**src/logic/config_pkg.sv**
```systemverilog
`default_nettype none

package config_pkg;

   typedef logic [7:0] tile_addr_t;

   // Per-tile configuration word, MSB first.
   typedef struct packed {
      logic [15:0] sb_sel;   // Eight 2-bit switch selects.
      logic [1:0]  clb_op;
      logic [1:0]  cb1_sel;
      logic [1:0]  cb0_sel;
   } tile_config_t;

   // Broadcast from the bus slave to every tile.
   typedef struct packed {
      logic         en;
      tile_addr_t   addr;
      tile_config_t data;
   } cfg_write_t;

   localparam tile_addr_t EDGE_ADDR = 8'hF0;   // Edge port readback.

endpackage

`default_nettype wire

```
**src/logic/fabric_pkg.sv**
```systemverilog
`default_nettype none

package fabric_pkg;

   typedef logic [1:0] track_pair_t;   // Bit 0 is the lower reference track.

   typedef struct packed {
      track_pair_t left;
      track_pair_t right;
      track_pair_t top;
      track_pair_t bottom;
   } tile_in_t;

   typedef struct packed {
      track_pair_t left;
      track_pair_t right;
      track_pair_t top;
      track_pair_t bottom;
   } tile_out_t;

   typedef enum logic [1:0] {
      SB_OFF      = 2'd0,
      SB_CLB      = 2'd1,
      SB_OPPOSITE = 2'd2,
      SB_TURN     = 2'd3   // Next side clockwise.
   } sb_src_e;

   typedef enum logic [1:0] {
      OP_AND  = 2'd0,
      OP_OR   = 2'd1,
      OP_XOR  = 2'd2,
      OP_NAND = 2'd3
   } clb_op_e;

   typedef struct packed {
      track_pair_t tile0_left;
      track_pair_t tile1_right;
      track_pair_t tile0_top;
      track_pair_t tile0_bottom;
      track_pair_t tile1_top;
      track_pair_t tile1_bottom;
   } fabric_in_t;

   typedef struct packed {
      track_pair_t tile0_left;
      track_pair_t tile1_right;
      track_pair_t tile0_top;
      track_pair_t tile0_bottom;
      track_pair_t tile1_top;
      track_pair_t tile1_bottom;
   } fabric_out_t;

   typedef struct packed {
      fabric_out_t toggled;    // Sticky change flags.
      fabric_out_t snapshot;
   } edge_read_t;

endpackage

`default_nettype wire

```
**src/logic/cfg_wb_slave.sv**
```systemverilog
`timescale 1ns/1ps
`default_nettype none

module cfg_wb_slave (
   input  wire                         clk,
   input  wire                         reset,
   input  wire                         wb_cyc,
   input  wire                         wb_stb,
   input  wire                         wb_we,
   input  wire config_pkg::tile_addr_t wb_adr,
   input  wire [31:0]                  wb_dat_w,
   input  wire fabric_pkg::edge_read_t edge_data,
   output logic [31:0]                 wb_dat_r,
   output logic                        wb_ack,
   output config_pkg::cfg_write_t      cfg,
   output logic                        edge_rd
);
   import config_pkg::*;

   logic req;
   logic ack_cycle;

   assign req       = wb_cyc && wb_stb;
   assign ack_cycle = wb_ack && req;

   always_ff @(posedge clk) begin
      if (reset) begin
         wb_ack <= 1'b0;
      end else begin
         wb_ack <= req && !wb_ack;   // Single cycle ack one clock after request.
      end
   end

   always_comb begin
      cfg.en   = ack_cycle && wb_we;
      cfg.addr = wb_adr;
      cfg.data = wb_dat_w[$bits(tile_config_t)-1:0];
   end

   assign edge_rd  = ack_cycle && !wb_we && (wb_adr == EDGE_ADDR);
   assign wb_dat_r = edge_rd ? 32'(edge_data) : 32'd0;   // Other reads give zero.

   ack_not_back_to_back: assert property (@(posedge clk) disable iff (reset)
      wb_ack |=> !wb_ack);

   // Master must keep the cycle open until it sees ack.
   ack_within_cycle: assert property (@(posedge clk) disable iff (reset)
      wb_ack |-> wb_cyc);

endmodule

`default_nettype wire

```
**src/logic/connect_box.sv**
```systemverilog
`timescale 1ns/1ps
`default_nettype none

module connect_box (
   input  wire       clk,
   input  wire       reset,
   input  wire [3:0] tracks,   // Side tracks, reference numbering.
   input  wire       load,
   input  wire [1:0] sel,
   output logic      pin
);

   logic [1:0] sel_q;

   always_ff @(posedge clk) begin
      if (reset) begin
         sel_q <= 2'd0;
      end else if (load) begin
         sel_q <= sel;
      end
   end

   assign pin = tracks[sel_q];   // Plain mux onto the pin.

endmodule

`default_nettype wire

```
**src/logic/clb.sv**
```systemverilog
`timescale 1ns/1ps
`default_nettype none

module clb (
   input  wire                      clk,
   input  wire                      reset,
   input  wire                      a,
   input  wire                      b,
   input  wire                      load,
   input  wire fabric_pkg::clb_op_e op,
   output logic                     y
);
   import fabric_pkg::*;

   clb_op_e op_q;

   always_ff @(posedge clk) begin
      if (reset) begin
         op_q <= OP_AND;
      end else if (load) begin
         op_q <= op;
      end
   end

   always_comb begin
      case (op_q)
         OP_AND:  y = a & b;
         OP_OR:   y = a | b;
         OP_XOR:  y = a ^ b;
         OP_NAND: y = ~(a & b);
         default: y = 1'b0;
      endcase
   end

endmodule

`default_nettype wire

```
**src/logic/switch_box.sv**
```systemverilog
`timescale 1ns/1ps
`default_nettype none

module switch_box (
   input  wire                       clk,
   input  wire                       reset,
   input  wire fabric_pkg::tile_in_t tracks_in,
   input  wire                       clb_out,
   input  wire                       load,
   input  wire [15:0]                sel,
   output fabric_pkg::tile_out_t     tracks_out
);
   import fabric_pkg::*;

   logic [15:0] sel_q;
   logic [7:0]  opp_v;    // Indexed in sel field order.
   logic [7:0]  turn_v;
   logic [7:0]  nxt;

   always_ff @(posedge clk) begin
      if (reset) begin
         sel_q <= 16'd0;
      end else if (load) begin
         sel_q <= sel;
      end
   end

   // Output order is left, top, right, bottom from bit 0.
   assign opp_v  = {tracks_in.top, tracks_in.left, tracks_in.bottom, tracks_in.right};
   assign turn_v = {tracks_in.left, tracks_in.bottom, tracks_in.right, tracks_in.top};

   always_comb begin
      for (int i = 0; i < 8; i++) begin
         case (sb_src_e'(sel_q[2*i +: 2]))
            SB_CLB:      nxt[i] = clb_out;
            SB_OPPOSITE: nxt[i] = opp_v[i];
            SB_TURN:     nxt[i] = turn_v[i];
            default:     nxt[i] = 1'b0;
         endcase
      end
   end

   always_ff @(posedge clk) begin
      if (reset) begin
         tracks_out <= '0;
      end else begin
         tracks_out.left   <= nxt[1:0];
         tracks_out.top    <= nxt[3:2];
         tracks_out.right  <= nxt[5:4];
         tracks_out.bottom <= nxt[7:6];
      end
   end

   // Select word comes straight from the bus write data.
   sel_known_on_load: assert property (@(posedge clk) disable iff (reset)
      load |-> !$isunknown(sel));

endmodule

`default_nettype wire

```
**src/logic/pe_tile.sv**
```systemverilog
`timescale 1ns/1ps
`default_nettype none

module pe_tile #(
   parameter config_pkg::tile_addr_t TILE_ADDR = 8'h00
) (
   input  wire                         clk,
   input  wire                         reset,
   input  wire config_pkg::cfg_write_t cfg,
   input  wire fabric_pkg::tile_in_t   tin,
   output fabric_pkg::tile_out_t       tout
);
   import fabric_pkg::*;

   logic       load;
   logic [3:0] cb0_tracks;
   logic [3:0] cb1_tracks;
   logic       cb0_pin;
   logic       cb1_pin;
   logic       clb_y;

   assign load = cfg.en && (cfg.addr == TILE_ADDR);   // Only address compare.

   // Right side tracks 0 and 2 come in and 1 and 3 go out.
   assign cb0_tracks = {tout.right[1], tin.right[1], tout.right[0], tin.right[0]};
   // Bottom side tracks 0 and 2 go out and 1 and 3 come in.
   assign cb1_tracks = {tin.bottom[1], tout.bottom[1], tin.bottom[0], tout.bottom[0]};

   connect_box u_cb0 (
      .clk    (clk),
      .reset  (reset),
      .tracks (cb0_tracks),
      .load   (load),
      .sel    (cfg.data.cb0_sel),
      .pin    (cb0_pin)
   );

   connect_box u_cb1 (
      .clk    (clk),
      .reset  (reset),
      .tracks (cb1_tracks),
      .load   (load),
      .sel    (cfg.data.cb1_sel),
      .pin    (cb1_pin)
   );

   clb u_clb (
      .clk   (clk),
      .reset (reset),
      .a     (cb0_pin),
      .b     (cb1_pin),
      .load  (load),
      .op    (clb_op_e'(cfg.data.clb_op)),
      .y     (clb_y)
   );

   switch_box u_sb (
      .clk        (clk),
      .reset      (reset),
      .tracks_in  (tin),
      .clb_out    (clb_y),
      .load       (load),
      .sel        (cfg.data.sb_sel),
      .tracks_out (tout)
   );

endmodule

`default_nettype wire

```
**src/logic/edge_port.sv**
```systemverilog
`timescale 1ns/1ps
`default_nettype none

module edge_port (
   input  wire                          clk,
   input  wire                          reset,
   input  wire fabric_pkg::fabric_out_t fab_out,
   input  wire                          edge_rd,
   output fabric_pkg::fabric_out_t      boundary,
   output fabric_pkg::edge_read_t       edge_data
);
   import fabric_pkg::*;

   fabric_out_t toggled;
   fabric_out_t changed;

   assign changed = fab_out ^ boundary;   // Registered value about to change.

   always_ff @(posedge clk) begin
      if (reset) begin
         boundary <= '0;
         toggled  <= '0;
      end else begin
         boundary <= fab_out;
         // A change on the read edge survives the clear.
         toggled  <= (edge_rd ? '0 : toggled) | changed;
      end
   end

   always_comb begin
      edge_data.toggled  = toggled;
      edge_data.snapshot = boundary;
   end

endmodule

`default_nettype wire

```
**src/logic/fabric_top.sv**
```systemverilog
`timescale 1ns/1ps
`default_nettype none

module fabric_top #(
   parameter config_pkg::tile_addr_t TILE0_ADDR = 8'h01,
   parameter config_pkg::tile_addr_t TILE1_ADDR = 8'h02
) (
   input  wire                          clk,
   input  wire                          reset,
   input  wire                          wb_cyc,
   input  wire                          wb_stb,
   input  wire                          wb_we,
   input  wire config_pkg::tile_addr_t  wb_adr,
   input  wire [31:0]                   wb_dat_w,
   input  wire fabric_pkg::fabric_in_t  fab_in,
   output logic [31:0]                  wb_dat_r,
   output logic                         wb_ack,
   output fabric_pkg::fabric_out_t      boundary
);
   import config_pkg::*;
   import fabric_pkg::*;

   cfg_write_t  cfg;
   edge_read_t  edge_data;
   logic        edge_rd;
   tile_in_t    t0_in;
   tile_in_t    t1_in;
   tile_out_t   t0_out;
   tile_out_t   t1_out;
   fabric_out_t fab_out;

   // Field order is left, right, top, bottom.
   assign t0_in = {fab_in.tile0_left, t1_out.left, fab_in.tile0_top, fab_in.tile0_bottom};
   assign t1_in = {t0_out.right, fab_in.tile1_right, fab_in.tile1_top, fab_in.tile1_bottom};

   assign fab_out = {t0_out.left, t1_out.right, t0_out.top, t0_out.bottom,
                     t1_out.top, t1_out.bottom};

   cfg_wb_slave u_slave (
      .clk       (clk),
      .reset     (reset),
      .wb_cyc    (wb_cyc),
      .wb_stb    (wb_stb),
      .wb_we     (wb_we),
      .wb_adr    (wb_adr),
      .wb_dat_w  (wb_dat_w),
      .edge_data (edge_data),
      .wb_dat_r  (wb_dat_r),
      .wb_ack    (wb_ack),
      .cfg       (cfg),
      .edge_rd   (edge_rd)
   );

   pe_tile #(.TILE_ADDR(TILE0_ADDR)) u_tile0 (
      .clk   (clk),
      .reset (reset),
      .cfg   (cfg),
      .tin   (t0_in),
      .tout  (t0_out)
   );

   pe_tile #(.TILE_ADDR(TILE1_ADDR)) u_tile1 (
      .clk   (clk),
      .reset (reset),
      .cfg   (cfg),
      .tin   (t1_in),
      .tout  (t1_out)
   );

   edge_port u_edge (
      .clk       (clk),
      .reset     (reset),
      .fab_out   (fab_out),
      .edge_rd   (edge_rd),
      .boundary  (boundary),
      .edge_data (edge_data)
   );

endmodule

`default_nettype wire

```
**config.mk**
```make
export PLATFORM = sky130hd
export DESIGN_NAME = fabric_top
export DESIGN_NICKNAME = d
export VERILOG_FILES = /design/src/logic/config_pkg.sv /design/src/logic/fabric_pkg.sv /design/src/logic/cfg_wb_slave.sv /design/src/logic/connect_box.sv /design/src/logic/clb.sv /design/src/logic/switch_box.sv /design/src/logic/pe_tile.sv /design/src/logic/edge_port.sv /design/src/logic/fabric_top.sv
export SDC_FILE = /design/constraint.sdc
export NUM_CORES = 1
export LEC_CHECK = 0
export BUFFER_PORTS_ARGS = -buffer_cell sky130_fd_sc_hd__buf_2
export CORE_ASPECT_RATIO = 0.8
export CORE_UTILIZATION = 48
export DETAILED_ROUTE_END_ITERATION = 12
export PLACE_DENSITY = 0.78
export SYNTH_ARGS = -nofsm -noshare
export SYNTH_HDL_FRONTEND = slang
export SYNTH_SLANG_ARGS = --single-unit
```
**constraint.sdc**
```tcl
create_clock -name clk -period 1.8 [get_ports clk]
set_clock_uncertainty 0.05 [all_clocks]
set_input_delay 0.27 -clock clk [delete_from_list [all_inputs] [get_ports clk]]
set_output_delay 0.27 -clock clk [all_outputs]
set_load 0.1 [all_outputs]
```
# Word level (Yosys, flattened, before mapping)
# Cells that the tools add are included.
[op_classes]
magnitude_cmp = 4
eq_ne = 57
muxes = 28
bitwise = 10
reduce_logical = 12
[op_table]
columns = ["op", "count"]
rows = [
  ["$eq A2 B2 Y1 const B", 36],
  ["$pmux W1 S3", 16],
  ["$eq A2 B1 Y1 const B", 18],
  ["$mux W24", 1],
  ["$lt A2 B3 Y1 const B", 4],
  ["$mux W12", 1],
  ["$or A12 B12 Y12", 1],
  ["$xor A12 B12 Y12", 1],
  ["$bmux W1 S2", 4],
  ["$eq A8 B1 Y1 const B", 1],
  ["$eq A8 B2 Y1 const B", 1],
  ["$eq A8 B8 Y1 const B", 1],
  ["$logic_and A1 B1 Y1", 8],
  ["$pmux W1 S4", 2],
  ["$logic_not A2 Y1", 2],
  ["$mux W1", 4],
  ["$and A1 B1 Y1", 2],
  ["$logic_not A1 Y1", 2],
  ["$not A1 Y1", 2],
  ["$or A1 B1 Y1", 2],
  ["$xor A1 B1 Y1", 2],
]
[word_totals]
register_bits = 85
out_inout_bits = 45
wordCells = 140

# Logic depth before layout (Yosys ltp)
# Gate-level depths: netlist of the first run.
[logic_depth]
word_depth = 6
ltp_mapped = 7
mapped_depth_nobuf = 7

# Cells and area by module
# From an unflattened synthesis of the first run, not the netlist that was laid out.
[unflattened]
hier_cells = 427
hier_area_um2 = 4496.8
[by_module_without_submodules]
columns = ["module", "n_inst", "cells_per_inst", "area_per_inst_um2", "seq_area_each_um2"]
rows = [
  ["switch_box", 2, 85, 925.9, 480.5],
  ["edge_port", 1, 87, 1033.5, 480.5],
  ["cfg_wb_slave", 1, 110, 925.9, 20.0],
  ["connect_box", 4, 7, 90.1, 40.0],
  ["clb", 2, 13, 131.4, 40.0],
  ["pe_tile", 2, 3, 31.3, 0.0],
]

# Worst setup path after synthesis of the first run
# OpenSTA, ideal clock, no wires.
[synth_timing]
path_kind = "register to output"
start = "reg u_slave.wb_ack"
end = "out wb_dat_r[10]"
arrival_time_ps = 2440
required_ps = 1480
setup_slack_ps = -960
path_stages_with_launch = 5
path_buffers = 1
cell_sequence = "dfxtp_1 > nor2b_1 > and4_1 > clkbuf_2 > and2_1"
[synth_between]
elab_chain_cells = 4
[synth_lines]
columns = ["element", "line_no", "rtl"]
rows = [
  ["start: declaration", "cfg_wb_slave.sv:14", "output logic wb_ack,"],
  ["start signal: assignment", "cfg_wb_slave.sv:30", "wb_ack <= req && !wb_ack;"],
  ["$logic_and A1 B1 Y1", "cfg_wb_slave.sv:24", "assign ack_cycle = wb_ack && req;"],
  ["$logic_and A1 B1 Y1 (2 in a row)", "cfg_wb_slave.sv:40", "assign edge_rd = ack_cycle && !wb_we && (wb_adr == EDGE_ADDR);"],
  ["$mux W24", "cfg_wb_slave.sv:41", "assign wb_dat_r = edge_rd ? 32'(edge_data) : 32'd0;"],
  ["end: declaration", "fabric_top.sv:16", "output logic [31:0] wb_dat_r,"],
]
# No other way between the ends.

# Worst setup path in the final report of the first run
[layout_timing]
start = "reg u_tile1.u_cb0.sel_q[0]"
end = "reg u_tile1.u_sb.tracks_out[1] (netlist name)"
[layout_between]
elab_chain_cells = 6
elab_cells_between_ends = 8
cone_classes = "4 x mux; 4 x bitwise"
[layout_lines]
columns = ["element", "line_no", "rtl"]
rows = [
  ["start: declaration", "connect_box.sv:13", "logic [1:0] sel_q;"],
  ["start signal: assignment", "connect_box.sv:19", "sel_q <= sel;"],
  ["$bmux W1 S2 (*)", "connect_box.sv:23", "assign pin = tracks[sel_q];"],
  ["$mux W1 (implied by the code) (*)", "connect_box.sv:23", ""],
  ["$and A1 B1 Y1", "clb.sv:27, clb.sv:30", ""],
  ["$not A1 Y1", "clb.sv:30", "OP_NAND: y = ~(a & b);"],
  ["$pmux W1 S4 (*)", "clb.sv:26", "case (op_q)"],
  ["$pmux W1 S3 (*)", "switch_box.sv:34", "case (sb_src_e'(sel_q[2*i +: 2]))"],
  ["end: declaration", "switch_box.sv:11", "output fabric_pkg::tile_out_t tracks_out"],
]
# Every way passes the cells marked *; elsewhere a longest branch is shown, timed or not. The select of a mux whose other input is x is not followed.
# A chain may end at the register's enable or synchronous reset.

==> metrics.csv, run 1 <==
stage,metric,value,unit
outcome,outcome,"complete, but fails checks",
outcome,violated checks,setup timing,
setup_path,register-to-register setup slack,-0.12,ns
cts,clock sink total,85,
grt,antenna violations before repair,0,
sta,setup repair after global routing missed its margin,true,
layout,"Area growth, synth to finish",34.05,%
die,Ports,102,
sta,final critical delay including setup and external delays,1.920,ns
routing,Detailed Routing Iterations Pass 1,5,
grt,largest net degree at the start of global routing,43,
routing,final WL,10.08,mm
pwr,peak supply drop,0.5708,mV
pwr,"Power, Total",3.639,mW
routing,Detail Route Antenna Nets,0,
routing,total vias in the final route,3536,
logic_synthesis,"Async S/R FF share, synth",0,%
setup_path,type of origin of the critical path,flop,
grt,total routing usage reported by global routing,24.02,%
sta,FMAX,0.5210,GHz
setup_path,most common cell type on the critical path,a21oi_1,
logic_synthesis,"EDFF count, synth",0,
flow_run,Max-Cap Viols,0,
sta,fraction of the cycle the final worst path needs,106.6,%
setup_path,data arrival time of the critical path,2.07,ns
sta,transition time of the tightest slew-check pin,0.7600,ns
setup_path,worst setup path class,flop to flop,
routing,post-route DRC violation count,0,
logic_synthesis,number of synthesis warnings,0,
logic_synthesis,sequential-to-total area share from yosys stat,42.92,%
placed_design,Setup WS pre-CTS,-0.2062,ns
setup_path,worst r2r dst,u_tile1.u_sb.tracks_out[1]$_SDFF_PP0_,
cts,H-tree depth,3,
logic_synthesis,synthesized cell area,3965,um2
cts,Clock Latency Late Sink,0.35,ns
setup_path,Critical Path End,u_tile1.u_sb.tracks_out[1]$_SDFF_PP0_,
die,area of the die,8630,um2
cts,number of buffers on the longest clock path,2,
grt,via count of the first global-routing pass,3378,
placed_design,total of buffers placed on input and output ports,83,
layout,number of antenna repair diodes,0,
logic_synthesis,share of the synthesized area in the top cell type,42.92,%
cts,clock-pin slew of the registers on the worst-case setup and hold paths,0.09,ns
logic_synthesis,post-synth top area cell,dfxtp_1,
logic_synthesis,library cell with the highest instance count after synthesis,nand2_1,
layout,total number of nets in the final design,609,
setup_path,CP startpoint,u_tile1.u_cb0.sel_q[0]$_SDFFE_PP0P_,
sta,worst path setup slack after routing,-0.1196,ns
die,effective utilization at floorplan,49.67,%
sta,Final TNS setup,-1.598,ns
die,Core Area,7983,um2
routing,wire length per cell after detailed routing,15.25,um
pwr,Static Leak,2.058,nW
routing,DR vias/cell,5.349,
setup_path,cells on worst reg2reg path,7,
sta,Max Transition Viols Final,0,
setup_path,crit-path max cell delay,0.55,ns
placed_design,final estimated routing congestion in global placement,0.7804,
logic_synthesis,number of instances in the synthesized netlist,456,
setup_path,Worst Path Required,1.95,ns
sta,number of failing hold endpoints at the final stage,0,
setup_path,kind of end point of the critical path,flop,
logic_synthesis,most used flip-flop cell after synthesis,dfxtp_1,
cts,clock buffers created by TritonCTS,9,
setup_path,CP Cell Sequence,mux4_2 -> ha_4 -> nor2_1 -> a21oi_1 -> buf_4 -> a32oi_1 -> a21oi_1,
setup_path,Worst Path Max Fanout,8,
die,die span in x,103.6,um
die,placement row count,29,
logic_synthesis,"top cells by area, synth","dfxtp_1 43%, nand2_1 8.6%, a21oi_1 5.7%, and2_1 3.9%, buf_4 3.8%",
placed_design,half-perimeter wire length of the detailed placement result,7.312,mm
setup_path,slowest cell on the critical path,mux4_2,
sta,setup violators final,40,
cts,CTS tree,built,
pwr,power per unit of standard cell area,684.6,nW/um2
grt,total global routing overflow,0,
logic_synthesis,Post-synth top cells,"91 x nand2_1, 85 x dfxtp_1, 45 x a21oi_1, 25 x and2_1, 20 x buf_4",
layout,end-of-flow core utilization,66.58,%
die,die boundary height,83.29,um
logic_synthesis,number of unique standard cell types used by synthesis,38,
setup_path,critical register-to-register path startpoint,u_tile1.u_cb0.sel_q[0]$_SDFFE_PP0P_,
cts,count of hold-fix buffers inserted at cts,0,
layout,share of post-route cells with drive strength above 1,38.70,%
grt,global-route wire length before repair,16.46,mm
routing,violation count after the first detailed-routing iteration,137,
cts,buffer type at the clock tree root,clkbuf_8,
sta,worst slew margin relative to its limit,49.33,%
worst_hold_path,worst hold path class,input pin to flop,
logic_synthesis,average instance area after synthesis,8.695,um2
logic_synthesis,#FFs+latches synth,85,
==> timing repair <==
item | 4_1_cts | 5_1_grt
pin swaps | 35 | 9
setup buffers | 4 | 4
setup endpoints to repair | 40 | 40
resized for setup | 32 | 3
cloned | 3 | 0
==> layout by cell type, fill, tap and decap left out, drive strengths merged, types with 2 or more instances in the layout <==
cell	Yosys	routed
buf	31	113
nand2	91	91
dfxtp	85	85
a21oi	60	60
and2	25	25
nand2b	16	16
nor2	16	16
nand3b	14	14
nor2b	14	14
xor2	12	12
clkbuf	11	11
nand3	9	9
nand4b	8	8
conb	1	8
or2	8	8
a31oi	7	7
o22ai	7	7
or4bb	7	7
and4	4	7
o21ai	7	7
inv	4	5
mux4	4	4
ha	4	4
nand4	3	3
mux2	2	2
clkinvlp	0	2
bufinv	0	2
==> report_power, final <==
group | internal, mW | switching (mW)
clock | 0.825 | 0.686
sequential | 1.88 | 0.000663
combinational | 0.0747 | 0.174
total | 2.78 | 0.861
==> kinds of logic after synthesis <==
group | share of synthesized area, %
compound gates | 12.50
xor+xnor | 2.651
fa+ha+maj | 1.262
buf+inv | 7.289
flops | 42.92
mux | 2.840
other cells | 0.09458
simple gates | 30.45
==> critical path, delay by kind of cell, from the launching register on <==
family	cells	cell delay [ns]
and+or+nand+nor	1	0.08
AOI/OAI and AO/OA	3	0.35
buffers and inverters	1	0.19
adders and majority gates	1	0.20
DFF	1	0.35
muxes	1	0.55
==> sequential cells by signal, summed over array words and instances (netlist names), 8 cells and up <==
name and flops:
u_tile0.u_sb.sel_q 16, u_tile1.u_sb.sel_q 16, u_edge.boundary 12, u_edge.edge_data 12, u_tile0.u_sb.tracks_out 8, u_tile1.u_sb.tracks_out 8
==> per-layer routing <==
layer	up-vias	GRT usage, %	wire [um]
met5	-	0	0
met4	0	9.223	239
met3	24	4.945	560
met2	137	40.76	4938
met1	1664	30.03	4340
li1	1711	-	-
==> through the flow <==
step	cells	hold WS [ns]	cell area, um2
2_1_floorplan	463	0.3286	4089
3_3_place_gp	636	0.3681	4888
3_5_place_dp	636	0.3800	4888
4_1_cts	658	0.07215	5281
5_1_grt	661	0.08903	5315
6_report	661	0.09664	5315
==> how the worst min path moves through the flow <==
stage	start	end	slack [ns]	cells past startpoint
global placement	u_slave.wb_ack$_SDFF_PP0_	u_slave.wb_ack$_SDFF_PP0_	0.37	1
CTS	wb_stb	u_slave.wb_ack$_SDFF_PP0_	0.07	3
floorplan	wb_stb	u_slave.wb_ack$_SDFF_PP0_	0.33	2
finish	wb_stb	u_slave.wb_ack$_SDFF_PP0_	0.1	3
global route	wb_stb	u_slave.wb_ack$_SDFF_PP0_	0.09	3
detailed placement	u_slave.wb_ack$_SDFF_PP0_	u_slave.wb_ack$_SDFF_PP0_	0.38	1
==> area by class of cell <==
class / instances / area, um2
clock inverter: 5 / 83.83
timing repair buffer: 113 / 1017
fill: 644 / 2668
sequential: 85 / 1710
multi-input combinational: 335 / 2212
inverter: 4 / 15.01
clock buffer: 11 / 141.4
tap: 108 / 135.1
Power figures use the tool's default switching activity.
==> run 2, diff against run 1 <==
- CORE_UTILIZATION: 48 -> 45
- PLACE_DENSITY: 0.78 -> 0.74
==> run 2 against run 1 <==
The flow still finishes with violations (setup timing). Flip-flop and latch count stayed put. Setup slack lost 0.062 ns. Maximum frequency fell by 3.1%. Cell area up 0.14%. Global-route usage down 0.68 points. Combinational power up 3%. Via count is 0.14% lower. Core utilization decreased by 4.1 points. Sequential share of layout area barely moved. Wire length rose by 3.3%. Final cell count is 0.91% higher. Largest power group unchanged.
==> metrics.csv, run 2 (synthesis gave the netlist of run 1 again) <==
stage,metric,value,unit
outcome,outcome,"complete, but fails checks",
outcome,violated checks,setup timing,
setup_path,slowest cell on the critical path,mux4_2,
setup_path,CP startpoint,u_tile1.u_cb1.sel_q[1]$_SDFFE_PP0P_,
grt,antenna violations before repair,0,
routing,post-route DRC violation count,0,
layout,"Area growth, synth to finish",34.24,%
layout,Largest regs,"u_tile0.u_sb.sel_q x16, u_tile1.u_sb.sel_q x16",
die,area of the die,9193,um2
sta,setup repair after global routing missed its margin,true,
setup_path,data arrival time of the critical path,2.22,ns
setup_path,register-to-register setup slack,-0.18,ns
layout,total number of nets in the final design,611,
grt,total routing usage reported by global routing,23.34,%
sta,setup violators final,40,
setup_path,type of origin of the critical path,flop,
layout,# fillers,720,
routing,violation count after the first detailed-routing iteration,150,
setup_path,worst setup path class,flop to flop,
grt,global-route wire length before repair,16.53,mm
setup_path,critical register-to-register path startpoint,u_tile1.u_cb1.sel_q[1]$_SDFFE_PP0P_,
setup_path,most common cell type on the critical path,buf_4,
die,effective utilization at floorplan,46.53,%
routing,DR vias/cell,5.294,
layout,"commonest non-fill, non-tap cell in the layout",nand2_1,
grt,largest net degree at the start of global routing,35,
setup_path,Critical Path End,u_tile1.u_sb.tracks_out[5]$_SDFF_PP0_,
pwr,"Power, Total",3.464,mW
die,die boundary height,85.96,um
cts,clock sink total,85,
sta,final critical delay including setup and external delays,1.981,ns
setup_path,Worst Path Max Fanout,5,
sta,transition time of the tightest slew-check pin,0.5869,ns
sta,Max Transition Viols Final,0,
setup_path,worst r2r dst,u_tile1.u_sb.tracks_out[5]$_SDFF_PP0_,
routing,Detail Route Antenna Nets,0,
die,Ports,102,
die,Core Area,8521,um2
cts,clock buffers created by TritonCTS,9,
setup_path,Worst Path Required,2.04,ns
sta,worst path setup slack after routing,-0.1813,ns
cts,clock-pin slew of the registers on the worst-case setup and hold paths,0.09,ns
cts,buffer type at the clock tree root,clkbuf_8,
sta,fraction of the cycle the final worst path needs,110.1,%
setup_path,CP Cell Sequence,mux4_2 -> ha_4 -> buf_4 -> a21oi_4 -> buf_4 -> o22ai_2 -> o21ai_2,
pwr,peak supply drop,0.4555,mV
cts,count of hold-fix buffers inserted at cts,0,
setup_path,crit-path max cell delay,0.56,ns
cts,number of buffers on the longest clock path,2,
layout,"commonest non-fill, non-tap cells in the layout","91 x nand2_1, 80 x dfxtp_1, 59 x buf_2",
pwr,Static Leak,2.046,nW
routing,wire length per cell after detailed routing,15.62,um
routing,Detailed Routing Iterations Pass 1,4,
worst_hold_path,worst hold path class,input pin to flop,
sta,Final TNS setup,-2.592,ns
placed_design,final estimated routing congestion in global placement,0.8284,
pwr,power per unit of standard cell area,650.7,nW/um2
setup_path,kind of end point of the critical path,flop,
grt,via count of the first global-routing pass,3288,
layout,number of antenna repair diodes,0,
die,die span in x,106.9,um
layout,share of post-route cells with drive strength above 1,39.28,%
routing,total vias in the final route,3531,
sta,number of failing hold endpoints at the final stage,0,
routing,final WL,10.42,mm
die,placement row count,30,
sta,FMAX,0.5047,GHz
placed_design,half-perimeter wire length of the detailed placement result,7.342,mm
cts,H-tree depth,3,
setup_path,cells on worst reg2reg path,7,
placed_design,total of buffers placed on input and output ports,83,
cts,CTS tree,built,
grt,total global routing overflow,0,
sta,worst slew margin relative to its limit,60.87,%
flow_run,Max-Cap Viols,0,
cts,Clock Latency Late Sink,0.36,ns
==> run 2: worst min-delay path by stage <==
stage                               from                             endpoint  slack, ns  cells past startpoint
2_1_floorplan                     wb_stb            u_slave.wb_ack$_SDFF_PP0_       0.33                      2
3_3_place_gp   u_slave.wb_ack$_SDFF_PP0_            u_slave.wb_ack$_SDFF_PP0_       0.37                      1
3_5_place_dp   u_slave.wb_ack$_SDFF_PP0_            u_slave.wb_ack$_SDFF_PP0_       0.38                      1
4_1_cts                      wb_dat_w[3]  u_tile1.u_cb1.sel_q[1]$_SDFFE_PP0P_        0.1                      3
5_1_grt                      wb_dat_w[1]  u_tile0.u_cb0.sel_q[1]$_SDFFE_PP0P_       0.11                      3
6_report                          wb_stb            u_slave.wb_ack$_SDFF_PP0_       0.11                      3
==> run 2: area by class of cell <==
| class | instances | area [um2] | area share, % |
|---|---|---|---|
| Inverter | 4 | 15.01 | 0.2821 |
| Multi-Input combinational cell | 335 | 2237 | 42.03 |
| Timing Repair Buffer | 115 | 1027 | 19.30 |
| Clock inverter | 5 | 61.31 | 1.152 |
| Clock buffer | 11 | 131.4 | 2.468 |
| Sequential cell | 85 | 1710 | 32.13 |
| Tap cell | 112 | 140.1 | 2.633 |
==> run 2: metal layers <==
| layer | part of all wire [%] | vias up | track usage, % | wire length, um |
|---|---|---|---|---|
| met1 | 44 | 1676 | 30.25 | 4566 |
| li1 | - | 1715 | - | - |
| met3 | 5.8 | 18 | 6.003 | 604 |
| met5 | 0 | - | 0 | 0 |
| met4 | 1.4 | 0 | 5.729 | 147 |
| met2 | 49 | 122 | 38.94 | 5098 |
==> run 2: worst max-delay path, delay by kind of cell (launching register included) <==
kind	cells	cell delay, ns
buffers and inverters	2	0.31
flip-flops	1	0.36
AO/OA/AOI/OAI	3	0.42
multiplexers	1	0.56
adder cells (fa/ha/maj)	1	0.20
==> run 2: what timing repair did <==
item | CTS | global route
endpoints found under the setup margin | 40 | 40
resized for setup | 23 | 18
buffers inserted | 2 | 7
pin swaps | 20 | 14
gates cloned | 3 | 0
==> run 2: report_power, final <==
part | switching (mW) | internal (mW)
clock | 0.681 | 0.647
combinational | 0.178 | 0.0782
sequential | 0.000521 | 1.88
==> run 2: metrics by stage <==
| step | setup slack, ns | hold WS (ns) | util [%] | instance area (um2) | std cells |
|---|---|---|---|---|---|
| global route | -0.2375 | 0.1087 | 62.47 | 5323 | 667 |
| detailed placement | -0.1739 | 0.3807 | 57.43 | 4893 | 640 |
| global placement | -0.1421 | 0.3688 | 57.43 | 4893 | 640 |
| floorplan | -0.01621 | 0.3286 | - | 4089 | 463 |
| CTS | -0.1182 | 0.09958 | 61.00 | 5197 | 660 |
| finish | -0.1813 | 0.1075 | 62.47 | 5323 | 667 |
==> run 3, diff against run 2 <==
- PLACE_DENSITY: 0.74 -> 0.72
==> run 3 against run 2 <==
Die area did not move. Clock power rose by 22%. Core utilization rose by 0.60 points. Final cell count fell by 0.30%. Worst hold slack got worse by 0.019 ns. First-iteration DRC count fell by 14%. Maximum frequency rose by 2.7%. Flip-flop and latch count did not move. Critical endpoint is now u_tile1.u_sb.tracks_out[1]$_SDFF_PP0_. The flow still finishes with violations (setup timing). Via count rose by 0.65%. Combinational power rose by 2%. Wire length rose by 0.46%. Highest routed layer unchanged. Count of clock-buffer cells in the layout fell by 1.
==> metrics.csv, run 3 (synthesis gave the netlist of run 1 again) <==
stage,metric,value,unit
cts,buffer type at the clock tree root,clkbuf_8,
routing,Detailed Routing Iterations Pass 1,4,
setup_path,register-to-register setup slack,-0.13,ns
setup_path,Worst Path Required,1.97,ns
worst_hold_path,worst hold path class,input pin to flop,
setup_path,Worst Path Max Fanout,8,
setup_path,type of origin of the critical path,flop,
layout,"commonest non-fill, non-tap cells in the layout","91 x nand2_1, 80 x dfxtp_1, 59 x buf_2",
cts,clock sink total,85,
die,area of the die,9193,um2
routing,Detail Route Antenna Nets,0,
sta,final critical delay including setup and external delays,1.930,ns
pwr,peak supply drop,0.4475,mV
sta,Max Transition Viols Final,0,
layout,end-of-flow core utilization,63.07,%
die,effective utilization at floorplan,46.53,%
routing,post-route DRC violation count,0,
die,placement row count,30,
sta,worst slew margin relative to its limit,58.72,%
cts,H-tree depth,3,
setup_path,crit-path max cell delay,0.55,ns
setup_path,slowest cell on the critical path,mux4_2,
routing,amount of wire on met2 after detailed routing,4.915,mm
setup_path,critical register-to-register path startpoint,u_tile1.u_cb1.sel_q[1]$_SDFFE_PP0P_,
cts,Clock Latency Late Sink,0.37,ns
layout,# fillers,710,
cts,clock buffers created by TritonCTS,9,
setup_path,WP buf/inv,1,
routing,M1 WL,4.520,mm
die,Ports,102,
setup_path,worst r2r dst,u_tile1.u_sb.tracks_out[1]$_SDFF_PP0_,
placed_design,number of instances in the placed design,640,
die,die boundary height,85.96,um
routing,wire length per cell after detailed routing,15.74,um
outcome,outcome,"complete, but fails checks",
routing,total vias in the final route,3554,
cts,number of buffers on the longest clock path,2,
setup_path,CP startpoint,u_tile1.u_cb1.sel_q[1]$_SDFFE_PP0P_,
layout,total number of nets in the final design,609,
placed_design,total of buffers placed on input and output ports,83,
cts,CTS tree,built,
sta,transition time of the tightest slew-check pin,0.6191,ns
routing,final WL,10.46,mm
grt,total routing usage reported by global routing,24.04,%
routing,violation count after the first detailed-routing iteration,129,
pwr,power per unit of standard cell area,700.0,nW/um2
routing,DR vias/cell,5.344,
routing,top routing layer in use,met4,
cts,clock-pin slew of the registers on the worst-case setup and hold paths,0.09,ns
grt,total global routing overflow,0,
grt,via count of the first global-routing pass,3515,
layout,Largest regs,"u_tile0.u_sb.sel_q x16, u_tile1.u_sb.sel_q x16",
placed_design,half-perimeter wire length of the detailed placement result,7.254,mm
placed_design,placement-stage cell area,4906,um2
grt,antenna violations before repair,0,
layout,number of antenna repair diodes,0,
setup_path,Critical Path End,u_tile1.u_sb.tracks_out[1]$_SDFF_PP0_,
sta,number of failing hold endpoints at the final stage,0,
die,Core Area,8521,um2
setup_path,kind of end point of the critical path,flop,
sta,setup repair after global routing missed its margin,true,
setup_path,CP Cell Sequence,mux4_2 -> ha_4 -> nor2_2 -> a21oi_2 -> buf_6 -> a32oi_1 -> a21oi_1,
layout,"Area growth, synth to finish",35.53,%
grt,largest net degree at the start of global routing,33,
sta,fraction of the cycle the final worst path needs,107.2,%
routing,wire length on met3,674,um
flow_run,Max-Cap Viols,0,
sta,FMAX,0.5182,GHz
layout,"commonest non-fill, non-tap cell in the layout",nand2_1,
setup_path,data arrival time of the critical path,2.10,ns
layout,total area of multi-input combinational cells,2243,um2
outcome,violated checks,setup timing,
setup_path,category of cells accounting for the largest share of critical-path delay,multiplexers,
setup_path,cells on worst reg2reg path,7,
layout,final design area excluding fillers,5374,um2
layout,footprint of the flip-flops and latches,1710,um2
grt,global-route wire length before repair,16.97,mm
placed_design,final estimated routing congestion in global placement,0.8253,
pwr,Static Leak,2.085,nW
setup_path,number of gates on the worst path with buffers counted,7,
sta,worst path setup slack after routing,-0.1296,ns
sta,setup violators final,40,
setup_path,worst setup path class,flop to flop,
layout,Finished Layout Cells,665,
layout,share of post-route cells with drive strength above 1,39.24,%
die,die span in x,106.9,um
run 3: changes by cell type in the layout (fill, tap and decap cells not counted), moves of 2 or more:
| cell | previous run | this run |
|---|---|---|
| buf_4 | 29 | 26 |
| clkinvlp_4 | 3 | 0 |
| o22ai_1 | 4 | 1 |
| bufinv_16 | 1 | 3 |
| clkinv_4 | 0 | 2 |
| ha_4 | 4 | 2 |
| o22ai_4 | 0 | 2 |
run 3: how the worst min path moves through the flow:
stage	startpoint	end	slack [ns]	depth (start not counted)
after floorplan	wb_stb	u_slave.wb_ack$_SDFF_PP0_	0.33	2
after global placement	u_slave.wb_ack$_SDFF_PP0_	u_slave.wb_ack$_SDFF_PP0_	0.37	1
after detailed placement	u_slave.wb_ack$_SDFF_PP0_	u_slave.wb_ack$_SDFF_PP0_	0.37	1
after CTS	wb_stb	u_slave.wb_ack$_SDFF_PP0_	0.08	3
after global routing	wb_stb	u_slave.wb_ack$_SDFF_PP0_	0.08	3
final	wb_stb	u_slave.wb_ack$_SDFF_PP0_	0.09	3
run 3: where the power goes:
group / switching, mW / internal (mW) / total [mW]
combinational: 0.179 / 0.0814 / 0.261
clock: 0.698 / 0.924 / 1.62
sequential: 0.000502 / 1.88 / 1.88
total: 0.878 / 2.88 / 3.76
run 3: routing by layer:
| metal | GRT usage, % | vias to the layer above |
|---|---|---|
| met5 | 0 | - |
| met1 | 29.36 | 1666 |
| met3 | 5.851 | 34 |
| li1 | - | 1709 |
| met4 | 13.08 | 0 |
| met2 | 39.18 | 145 |
run 3: layout make-up:
type                    instances  share of cell area, %
repair buffers                113                  19.07
multi-input cells             335                  41.75
inverters                       4                 0.2794
clock inverters                 6                  2.095
well taps                     112                  2.608
flip-flops and latches         85                  31.83
clock buffers                  10                  2.375
run 3: metrics by stage:
stage	setup WS (ns)	setup TNS (ns)	power (mW)	hold slack, ns
2_1_floorplan	-0.01621	-0.01621	2.070	0.3286
3_3_place_gp	-0.1540	-1.472	2.159	0.3689
3_5_place_dp	-0.2012	-2.165	2.161	0.3704
4_1_cts	-0.1115	-1.890	3.778	0.07612
5_1_grt	-0.2142	-4.891	3.882	0.08345
6_report	-0.1296	-2.198	3.762	0.08818
run 3: tightest hold or removal path: stages:
cell and delay [ns]:
buf_2 0.10, nand2_1 0.06, nor3_1 0.04
run 3: what timing repair did:
action                                  CTS  global route
cloned                                    3             0
endpoints found under the setup margin   40            40
buffers inserted                          8             2
resized for setup                        35             8
pin swaps                                39             6
hold buffers                              0             0
